File: src/hw/serializer_defines.svh
`ifndef SERIALIZER_DEFINES_SVH
`define SERIALIZER_DEFINES_SVH

// tile size
`define SER_NUM_CORES 4
`define SER_LIST_DEPTH 16

// task field widths
`define SER_TYPE_W 2
// top bit of the hint is the read-only bit
`define SER_HINT_W 32
`define SER_ARGS_W 32
`define SER_SLOT_W 7

// occupancy levels of the ready list
`define SER_ALMOST_FULL_LEVEL 12
// enq_ready falls here, two entries short of depth
`define SER_FULL_LEVEL 14

`endif

File: src/hw/task_pkg.sv
`include "serializer_defines.svh"

package task_pkg;

   // task type, selects which cores may run the task
   typedef logic [`SER_TYPE_W-1:0] task_type_t;

   // conflict key, tasks with equal hints never run together
   typedef logic [`SER_HINT_W-1:0] hint_t;

   // opaque payload handed to the core
   typedef logic [`SER_ARGS_W-1:0] args_t;

   // commit-queue slot the task came from
   typedef logic [`SER_SLOT_W-1:0] slot_t;

   // task as seen by the cores, 66 bits
   typedef struct packed {
      task_type_t ttype;
      hint_t      hint;
      args_t      args;
   } task_t;

endpackage

File: src/hw/sched_pkg.sv
`include "serializer_defines.svh"

package sched_pkg;

   typedef logic [$clog2(`SER_NUM_CORES)-1:0] core_id_t;

   typedef logic [$clog2(`SER_LIST_DEPTH)-1:0] list_idx_t;

   // one insertion into the ready list
   typedef struct packed {
      logic            valid;
      task_pkg::task_t new_task;
      task_pkg::slot_t slot;
      logic            conflict;
   } enq_req_t;

   // registered dispatch decision, valid means the entry leaves the list this cycle
   typedef struct packed {
      logic      valid;
      core_id_t  core;
      list_idx_t idx;
   } grant_t;

   // hint freed by a finishing core
   typedef struct packed {
      logic            valid;
      task_pkg::hint_t hint;
   } release_t;

endpackage

File: src/hw/conflict_serializer.sv
`timescale 1ns/1ps
`include "serializer_defines.svh"

module conflict_serializer (
   input  logic                                         clk,
   input  logic                                         rstn,
   input  logic                                         enq_valid,
   input  task_pkg::task_t                              enq_task,
   input  task_pkg::slot_t                              enq_slot,
   output logic                                         enq_ready,
   input  logic [`SER_NUM_CORES-1:0]                    core_req,
   input  task_pkg::task_type_t [`SER_NUM_CORES-1:0]    core_req_type,
   output logic [`SER_NUM_CORES-1:0]                    core_resp,
   output task_pkg::task_t                              resp_task,
   output task_pkg::slot_t                              resp_slot,
   input  logic                                         finish_valid,
   input  sched_pkg::core_id_t                          finish_core,
   output logic                                         almost_full,
   output logic                                         all_idle
);
   import task_pkg::*;
   import sched_pkg::*;

   enq_req_t                              enq_req;
   grant_t                                grant;
   release_t                              hint_release;
   logic [`SER_LIST_DEPTH-1:0]            entry_eligible;
   task_type_t [`SER_LIST_DEPTH-1:0]      entry_types;
   hint_t [`SER_LIST_DEPTH-1:0]           list_hints;
   logic [`SER_LIST_DEPTH-1:0]            list_valid;
   logic                                  list_empty;
   task_t                                 sel_task;
   slot_t                                 sel_slot;
   hint_t [`SER_NUM_CORES-1:0]            running_hints;
   logic [`SER_NUM_CORES-1:0]             hint_busy;

   task_intake i_task_intake (
      .clk, .rstn, .enq_valid, .enq_task, .enq_slot, .list_hints, .list_valid,
      .running_hints, .hint_busy, .grant, .enq_ready, .almost_full, .enq_req
   );

   ready_list i_ready_list (
      .clk, .rstn, .enq_req, .grant, .hint_release, .entry_eligible, .entry_types,
      .list_hints, .list_valid, .list_empty, .sel_task, .sel_slot
   );

   core_dispatch i_core_dispatch (
      .clk, .rstn, .core_req, .core_req_type, .finish_valid, .finish_core,
      .entry_eligible, .entry_types, .list_empty, .sel_task, .sel_slot,
      .core_resp, .resp_task, .resp_slot, .grant, .hint_release,
      .running_hints, .hint_busy, .all_idle
   );

endmodule

File: src/hw/core_dispatch.sv
`timescale 1ns/1ps
`include "serializer_defines.svh"

module core_dispatch (
   input  logic                                         clk,
   input  logic                                         rstn,
   input  logic [`SER_NUM_CORES-1:0]                    core_req,
   input  task_pkg::task_type_t [`SER_NUM_CORES-1:0]    core_req_type,
   input  logic                                         finish_valid,
   input  sched_pkg::core_id_t                          finish_core,
   input  logic [`SER_LIST_DEPTH-1:0]                   entry_eligible,
   input  task_pkg::task_type_t [`SER_LIST_DEPTH-1:0]   entry_types,
   input  logic                                         list_empty,
   input  task_pkg::task_t                              sel_task,
   input  task_pkg::slot_t                              sel_slot,
   output logic [`SER_NUM_CORES-1:0]                    core_resp,
   output task_pkg::task_t                              resp_task,
   output task_pkg::slot_t                              resp_slot,
   output sched_pkg::grant_t                            grant,
   output sched_pkg::release_t                          hint_release,
   output task_pkg::hint_t [`SER_NUM_CORES-1:0]         running_hints,
   output logic [`SER_NUM_CORES-1:0]                    hint_busy,
   output logic                                         all_idle
);
   import task_pkg::*;
   import sched_pkg::*;

   logic [(1 << `SER_TYPE_W)-1:0][`SER_LIST_DEPTH-1:0]  type_ready;
   logic [`SER_NUM_CORES-1:0]                           can_take;
   core_id_t                                            core_sel;
   list_idx_t                                           task_sel;
   hint_t [`SER_NUM_CORES-1:0]                          hints_q;
   logic [`SER_NUM_CORES-1:0]                           busy_q;
   logic                                                hint_clash;

   always_comb begin
      for (int t = 0; t < (1 << `SER_TYPE_W); t++) begin
         for (int j = 0; j < `SER_LIST_DEPTH; j++) begin
            type_ready[t][j] = entry_eligible[j] & (entry_types[j] == task_type_t'(t));
         end
      end
   end

   // a core served last cycle still holds its request, skip it
   always_comb begin
      for (int c = 0; c < `SER_NUM_CORES; c++) begin
         can_take[c] = core_req[c] & (|type_ready[core_req_type[c]])
                     & ~(grant.valid & (grant.core == core_id_t'(c)));
      end
   end

   // fixed priority, lowest core first, then oldest entry of its type
   always_comb begin
      core_sel = '0;
      for (int c = `SER_NUM_CORES-1; c >= 0; c--) begin
         if (can_take[c]) begin
            core_sel = core_id_t'(c);
         end
      end
      task_sel = '0;
      for (int j = `SER_LIST_DEPTH-1; j >= 0; j--) begin
         if (type_ready[core_req_type[core_sel]][j]) begin
            task_sel = list_idx_t'(j);
         end
      end
   end

   always_ff @(posedge clk) begin
      if (!rstn) begin
         grant.valid <= 1'b0;
      end else begin
         grant.valid <= |can_take;
         grant.core  <= core_sel;
         // the list drops the previous grant at this edge
         if (grant.valid && (task_sel > grant.idx)) begin
            grant.idx <= task_sel - 1'b1;
         end else begin
            grant.idx <= task_sel;
         end
      end
   end

   always_comb begin
      for (int c = 0; c < `SER_NUM_CORES; c++) begin
         core_resp[c] = grant.valid & (grant.core == core_id_t'(c));
         hint_busy[c] = busy_q[c] & ~(finish_valid & (finish_core == core_id_t'(c)));
      end
   end

   assign resp_task = sel_task;
   assign resp_slot = sel_slot;

   // running-hint table, one entry per core
   always_ff @(posedge clk) begin
      if (!rstn) begin
         busy_q <= '0;
      end else begin
         for (int c = 0; c < `SER_NUM_CORES; c++) begin
            if (core_resp[c]) begin
               busy_q[c] <= 1'b1;
            end else if (finish_valid && (finish_core == core_id_t'(c))) begin
               busy_q[c] <= 1'b0;
            end
         end
      end
   end

   always_ff @(posedge clk) begin
      for (int c = 0; c < `SER_NUM_CORES; c++) begin
         if (core_resp[c]) begin
            hints_q[c] <= sel_task.hint;
         end
      end
   end

   assign hint_release.valid = finish_valid & busy_q[finish_core];
   assign hint_release.hint  = hints_q[finish_core];
   assign running_hints      = hints_q;
   assign all_idle           = list_empty & ~(|busy_q);

   // two cores never run tasks with the same hint
   always_comb begin
      hint_clash = 1'b0;
      for (int c = 0; c < `SER_NUM_CORES; c++) begin
         for (int d = c + 1; d < `SER_NUM_CORES; d++) begin
            hint_clash |= busy_q[c] & busy_q[d] & (hints_q[c] == hints_q[d]);
         end
      end
   end

   a_hint_unique: assert property (@(posedge clk) disable iff (!rstn) !hint_clash);

endmodule

File: src/hw/ready_list.sv
`timescale 1ns/1ps
`include "serializer_defines.svh"

module ready_list (
   input  logic                                         clk,
   input  logic                                         rstn,
   input  sched_pkg::enq_req_t                          enq_req,
   input  sched_pkg::grant_t                            grant,
   input  sched_pkg::release_t                          hint_release,
   output logic [`SER_LIST_DEPTH-1:0]                   entry_eligible,
   output task_pkg::task_type_t [`SER_LIST_DEPTH-1:0]   entry_types,
   output task_pkg::hint_t [`SER_LIST_DEPTH-1:0]        list_hints,
   output logic [`SER_LIST_DEPTH-1:0]                   list_valid,
   output logic                                         list_empty,
   output task_pkg::task_t                              sel_task,
   output task_pkg::slot_t                              sel_slot
);
   import task_pkg::*;
   import sched_pkg::*;

   // entry 0 is the oldest task
   task_t [`SER_LIST_DEPTH-1:0]  tasks_q;
   slot_t [`SER_LIST_DEPTH-1:0]  slots_q;
   logic [`SER_LIST_DEPTH-1:0]   valid_q;
   logic [`SER_LIST_DEPTH-1:0]   conflict_q;

   // view of the list one place up, used when entries shift down
   task_t [`SER_LIST_DEPTH-1:0]  tasks_up;
   slot_t [`SER_LIST_DEPTH-1:0]  slots_up;
   logic [`SER_LIST_DEPTH-1:0]   valid_up;
   logic [`SER_LIST_DEPTH-1:0]   conflict_up;

   list_idx_t                    ins_idx;
   logic [`SER_LIST_DEPTH-1:0]   rel_match;
   logic [`SER_LIST_DEPTH-1:0]   rel_first;
   logic [`SER_LIST_DEPTH-1:0]   shift;
   logic [`SER_LIST_DEPTH-1:0]   take_new;

   // list stays packed, so the lowest free entry is the tail
   always_comb begin
      ins_idx = '0;
      for (int k = `SER_LIST_DEPTH-1; k >= 0; k--) begin
         if (!valid_q[k]) begin
            ins_idx = list_idx_t'(k);
         end
      end
   end

   // only the earliest waiter on the freed hint is unblocked
   always_comb begin
      for (int k = 0; k < `SER_LIST_DEPTH; k++) begin
         rel_match[k] = hint_release.valid & valid_q[k] & (tasks_q[k].hint == hint_release.hint);
      end
      rel_first = rel_match & ~(rel_match - 1'b1);
   end

   always_comb begin
      tasks_up[`SER_LIST_DEPTH-1]      = tasks_q[`SER_LIST_DEPTH-1];
      tasks_up[`SER_LIST_DEPTH-2:0]    = tasks_q[`SER_LIST_DEPTH-1:1];
      slots_up[`SER_LIST_DEPTH-1]      = slots_q[`SER_LIST_DEPTH-1];
      slots_up[`SER_LIST_DEPTH-2:0]    = slots_q[`SER_LIST_DEPTH-1:1];
      valid_up    = {1'b0, valid_q[`SER_LIST_DEPTH-1:1]};
      conflict_up = {1'b0, conflict_q[`SER_LIST_DEPTH-1:1] & ~rel_first[`SER_LIST_DEPTH-1:1]};
   end

   // with a removal in the same cycle the new task lands one place lower
   always_comb begin
      for (int i = 0; i < `SER_LIST_DEPTH; i++) begin
         shift[i]    = grant.valid & (i >= grant.idx);
         take_new[i] = enq_req.valid & (shift[i] ? (ins_idx == i + 1) : (ins_idx == i));
      end
   end

   always_ff @(posedge clk) begin
      if (!rstn) begin
         valid_q    <= '0;
         conflict_q <= '0;
      end else begin
         for (int i = 0; i < `SER_LIST_DEPTH; i++) begin
            if (take_new[i]) begin
               valid_q[i]    <= 1'b1;
               conflict_q[i] <= enq_req.conflict;
            end else if (shift[i]) begin
               valid_q[i]    <= valid_up[i];
               conflict_q[i] <= conflict_up[i];
            end else if (rel_first[i]) begin
               conflict_q[i] <= 1'b0;
            end
         end
      end
   end

   always_ff @(posedge clk) begin
      for (int i = 0; i < `SER_LIST_DEPTH; i++) begin
         if (take_new[i]) begin
            tasks_q[i] <= enq_req.new_task;
            slots_q[i] <= enq_req.slot;
         end else if (shift[i]) begin
            tasks_q[i] <= tasks_up[i];
            slots_q[i] <= slots_up[i];
         end
      end
   end

   // the entry granted last cycle is leaving and must not be picked again
   always_comb begin
      for (int k = 0; k < `SER_LIST_DEPTH; k++) begin
         entry_eligible[k] = valid_q[k] & ~conflict_q[k] & ~(grant.valid & (grant.idx == k));
         entry_types[k]    = tasks_q[k].ttype;
         list_hints[k]     = tasks_q[k].hint;
      end
   end

   assign list_valid = valid_q;
   assign list_empty = ~(|valid_q);
   assign sel_task   = tasks_q[grant.idx];
   assign sel_slot   = slots_q[grant.idx];

   // intake back-pressure must always leave a free entry
   a_insert_free: assert property (@(posedge clk) disable iff (!rstn)
      enq_req.valid |-> !valid_q[ins_idx]);

endmodule

File: src/hw/task_intake.sv
`timescale 1ns/1ps
`include "serializer_defines.svh"

module task_intake (
   input  logic                                       clk,
   input  logic                                       rstn,
   input  logic                                       enq_valid,
   input  task_pkg::task_t                            enq_task,
   input  task_pkg::slot_t                            enq_slot,
   input  task_pkg::hint_t [`SER_LIST_DEPTH-1:0]      list_hints,
   input  logic [`SER_LIST_DEPTH-1:0]                 list_valid,
   input  task_pkg::hint_t [`SER_NUM_CORES-1:0]       running_hints,
   input  logic [`SER_NUM_CORES-1:0]                  hint_busy,
   input  sched_pkg::grant_t                          grant,
   output logic                                       enq_ready,
   output logic                                       almost_full,
   output sched_pkg::enq_req_t                        enq_req
);
   import task_pkg::*;

   task_t                             clean_task;
   logic [`SER_LIST_DEPTH-1:0]        list_hit;
   logic [`SER_NUM_CORES-1:0]         run_hit;
   logic [$clog2(`SER_LIST_DEPTH):0]  occupancy;

   // a read-only task must still serialize against writers of the same key
   always_comb begin
      clean_task = enq_task;
      clean_task.hint[`SER_HINT_W-1] = 1'b0;
   end

   // compare against waiting tasks and against tasks still running
   always_comb begin
      for (int k = 0; k < `SER_LIST_DEPTH; k++) begin
         list_hit[k] = list_valid[k] & (list_hints[k] == clean_task.hint);
      end
      for (int c = 0; c < `SER_NUM_CORES; c++) begin
         run_hit[c] = hint_busy[c] & (running_hints[c] == clean_task.hint);
      end
   end

   always_comb begin
      enq_req.valid    = enq_valid & enq_ready;
      enq_req.new_task = clean_task;
      enq_req.slot     = enq_slot;
      enq_req.conflict = (|list_hit) | (|run_hit);
   end

   always_ff @(posedge clk) begin
      if (!rstn) begin
         occupancy <= '0;
      end else begin
         case ({enq_req.valid, grant.valid})
            2'b10: occupancy <= occupancy + 1'b1;
            2'b01: occupancy <= occupancy - 1'b1;
            default: ;
         endcase
      end
   end

   assign enq_ready   = (occupancy < `SER_FULL_LEVEL);
   assign almost_full = (occupancy >= `SER_ALMOST_FULL_LEVEL);

   a_occupancy_bound: assert property (@(posedge clk) disable iff (!rstn)
      occupancy <= `SER_LIST_DEPTH);

endmodule

File: config.mk
export PLATFORM = sky130hd
export DESIGN_NAME = conflict_serializer
export DESIGN_NICKNAME = d
export VERILOG_FILES = /design/src/hw/task_pkg.sv /design/src/hw/sched_pkg.sv /design/src/hw/conflict_serializer.sv /design/src/hw/core_dispatch.sv /design/src/hw/ready_list.sv /design/src/hw/task_intake.sv
export VERILOG_INCLUDE_DIRS = /design/src /design/src/hw
export SDC_FILE = /design/constraint.sdc
export NUM_CORES = 2
export LEC_CHECK = 0
export BUFFER_PORTS_ARGS = -buffer_cell sky130_fd_sc_hd__buf_2
export CAP_MARGIN = 0
export CORE_MARGIN = 2
export CORE_UTILIZATION = 63
export CTS_CLUSTER_DIAMETER = 80
export CTS_CLUSTER_SIZE = 28
export DETAILED_ROUTE_END_ITERATION = 10
export PLACE_DENSITY_LB_ADDON = 0.12
export SLEW_MARGIN = 15
export SYNTH_ARGS = -nofsm -noshare
export SYNTH_HDL_FRONTEND = slang
export SYNTH_SLANG_ARGS = --single-unit
File: constraint.sdc
create_clock -name clk -period 20 [get_ports clk]
set_input_delay 1 -clock clk [delete_from_list [all_inputs] [get_ports clk]]
set_output_delay 1 -clock clk [all_outputs]
set_load 0.1 [all_outputs]
==> qor.yml <==
outcome:
  status: "finished clean"
clock_network:
  post_cts_buffers: 0
  clkTransAtPathRegs_ps: 110
  holdBufCountCts: 0
  cts_tree: "yes"
  clock_sinks: 1324
  htree_num_levels: 3
  worstSkewPairLatency_ps: 740
  clockBufferDepth: 3
  root_buffer: "clkbuf_16"
  ctsResizeCount: 0
  cts_buffers: 71
finish:
  syn2layout_area_growth_pct: 6.08
  drive_above_1_share_pct: 35.9
  final_nets: 5432
  stdcell_area_sq_um: 83200
yosys:
  synth_top_family_by_area: "multiplexers"
  syn_inst: 5449
  synth_area_leaders: "edfxtp_1 (49%), mux2_2 (15%), mux4_2 (11%)"
  muxShareOfSynthArea_pct: 26.8
  synth_compound_area_share_pct: 2.13
  synth_area_leader_cell: "edfxtp_1"
  synthXorXnorAreaFrac_pct: 12.9
  netlist.area_leader.share_pct: 49.1
  async_flop_share_pct: 0
  synth_top_flop_cell: "edfxtp_1"
  ys_types: 81
  synth.cell_area_sq_um: 78500
  ys_seq_area_share_pct: 50.1
  synth.avg_cell_area_sq_um: 14.4
  synth_edf_count: 1282
  synthAdderAreaFrac_pct: 0.169
  synth_warnings: 0
  synthesis.nets: 5550
  ys_ff_latch: 1324
  synth-simple-area-share_pct: 5.27
die:
  dieArea_sq_um: 127000
  boundaryPins: 171
  die_h_um: 357
  row_count: 129
  start_util_pct: 63.5
  die_w_um: 357
  core-area_sq_um: 124000
routing:
  dr.pass1.iters: 6
  routed.top_layer: "met5"
  wl_met1_um: 102000
  vias: 52874
  drtIter0Drc: 8953
  drcViolationCount: 0
  final_antenna_net_count: 0
  totalWireLength_um: 290000
  wl_per_cell_um: 41.3
  route.met2.wl_um: 127000
  vias_per_cell: 7.52
  route.met3.wl_um: 37400
sta:
  setup_tns_ps: 0
  rsz0062_at_grt: "no"
  finalSetupViolations: 0
  period_share_pct: 40.8
  max_freq_ghz: 0.122
  worst_slack_ps: 11830
  slew-limit-headroom_pct: 7.13
  tightest_slew_ps: 1380
  timing.final.crit_period_ps: 8170
  slew_violations: 0
  skew_ps: 40.4
  hold_viol_final: 0
global_routing:
  grt_pass1_vias: 51255
  grt_overflow_total: 0
  antenna_found_initial: 24
  grtUsageTotal_pct: 45.5
  grt_max_degree: 121
  grt_pass1_wl_um: 402000
critical_path:
  required_ps: 20500
  end_kind: "flop"
  path_max_fanout: 109
  path_class: "reg2reg"
  worstPathArrival_ps: 8660
  cp-start-kind: "flop"
power:
  ir_drop_mv: 0.295
  leakage_nw: 25.9
  p_per_area_nw_per_um2: 149
placement:
  gp_congestion: 1.08
  place_area_sq_um: 80700
  place_hpwl_um: 188000
  port_buffers: 168
  dp_slack_ps: 11680
job:
  maxCapViolCount: 0
worst_hold_path:
  hold_class: "reg2reg"
==> power by group <==
group	internal (mW)	switching (mW)	leakage [nW]
combinational	1.96	3.97	12.5
sequential	4.03	0.646	12.2
clock	0.740	1.05	1.19
==> critical path, stage by stage, from the launching register on <==
cell,delay [ps]
edfxtp_1,400
buf_12,630
buf_12,520
nand3b_1,620
o211ai_1,430
o221ai_1,200
nor4_2,600
nand2_1,200
a21oi_1,250
o21ai_1,160
a311oi_2,420
or2_1,650
mux2i_1,330
a22oi_1,140
a21boi_1,150
o31a_1,270
o21ai_0,340
inv_1,90
ha_1,300
nor2b_1,110
o21ai_0,70
nand2b_1,80
a21oi_1,70
nor2_1,280
o311ai_1,170
mux2_1,330
==> final timing paths <==
kind | cells after the start | slack (ps) | start | to
setup / recovery | 25 | 11830 | i_core_dispatch.grant[0] | i_core_dispatch.grant[3]
hold / removal | 2 | 510 | i_task_intake.occupancy[4] | i_task_intake.occupancy[4]
setup reg to reg | 25 | 11830 | i_core_dispatch.grant[0] | i_core_dispatch.grant[3]
hold reg to reg | 2 | 510 | i_task_intake.occupancy[4] | i_task_intake.occupancy[4]
==> placed cells by master (no fill, tap or decap), types with 10 or more instances in the layout <==
cell type and instances:
nor2b_1 24, nand2b_1 15, nand2_1 69, o211ai_1 16
inv_1 48, xnor2_1 991, nor2_1 79, edfxtp_1 1282
xor2_1 161, mux2_2 1072, mux4_2 392, o21ai_0 47
buf_2 168, inv_6 10, o2111ai_1 18, o32ai_1 16
buf_4 115, clkinv_8 18, dfxtp_1 42, nand3_1 47
o21a_1 10, nor4_1 104, nor3_1 28, a21oi_1 48
nand4_1 268, diode_2 10, mux2i_1 13, clkbuf_16 71
==> kinds of logic after synthesis <==
| logic type | count (synthesis) |
|---|---|
| xor gates and xnor gates | 1153 |
| buffers and inverters | 527 |
| adders and majority gates | 10 |
| and+or+nand+nor | 720 |
| DFF | 1324 |
| AOI/OAI and AO/OA | 236 |
| muxes | 1478 |
| other | 1 |
==> synthesized netlist by cell type, drive strengths merged, types with 50 or more instances <==
cell,instances
mux4,392
clkbuf,385
o21ai,64
nand2,78
xor2,161
nand3,50
nand4,268
edfxtp,1282
xnor2,992
nor4,112
buf,92
mux2,1073
nor2,83
==> cell type report <==
class / count / area [sq um]
Inverter: 50 / 193
Fill cell: 8898 / 40400
Tap cell: 1637 / 2050
Antenna cell: 10 / 25.0
Sequential cell: 1324 / 39300
Clock buffer: 75 / 1800
Timing Repair Buffer: 286 / 1760
Multi-Input combinational cell: 3598 / 37400
Clock inverter: 47 / 698
==> per-stage QoR <==
step | instances | util [%] | power (mW) | hold WS [ps]
global placement | 6895 | 65.3 | 10.4 | 479
CTS | 7017 | 67.3 | 12.2 | 510
floorplan | 5449 | - | 8.67 | 468
detailed placement | 6895 | 65.3 | 10.5 | 494
finish | 7027 | 67.3 | 12.4 | 511
global route | 7020 | 67.3 | 12.6 | 538
==> flip-flops by register name, summed over array words and instances (netlist names) <==
register / flops
i_ready_list.tasks_q: 512
i_ready_list.list_hints: 496
i_core_dispatch.running_hints: 124
i_ready_list.slots_q: 112
i_ready_list.entry_types: 32
i_ready_list.conflict_q: 16
i_ready_list.list_valid: 16
i_core_dispatch.grant: 7
i_task_intake.occupancy: 5
i_core_dispatch.busy_q: 4
==> per-layer routing <==
metal	vias to the layer above	GRT usage, %
met4	18	29.9
met2	4163	67.0
met3	1097	12.1
li1	20681	-
met1	26915	59.9
met5	-	0
No activity file was read; power rests on OpenSTA's default activity.
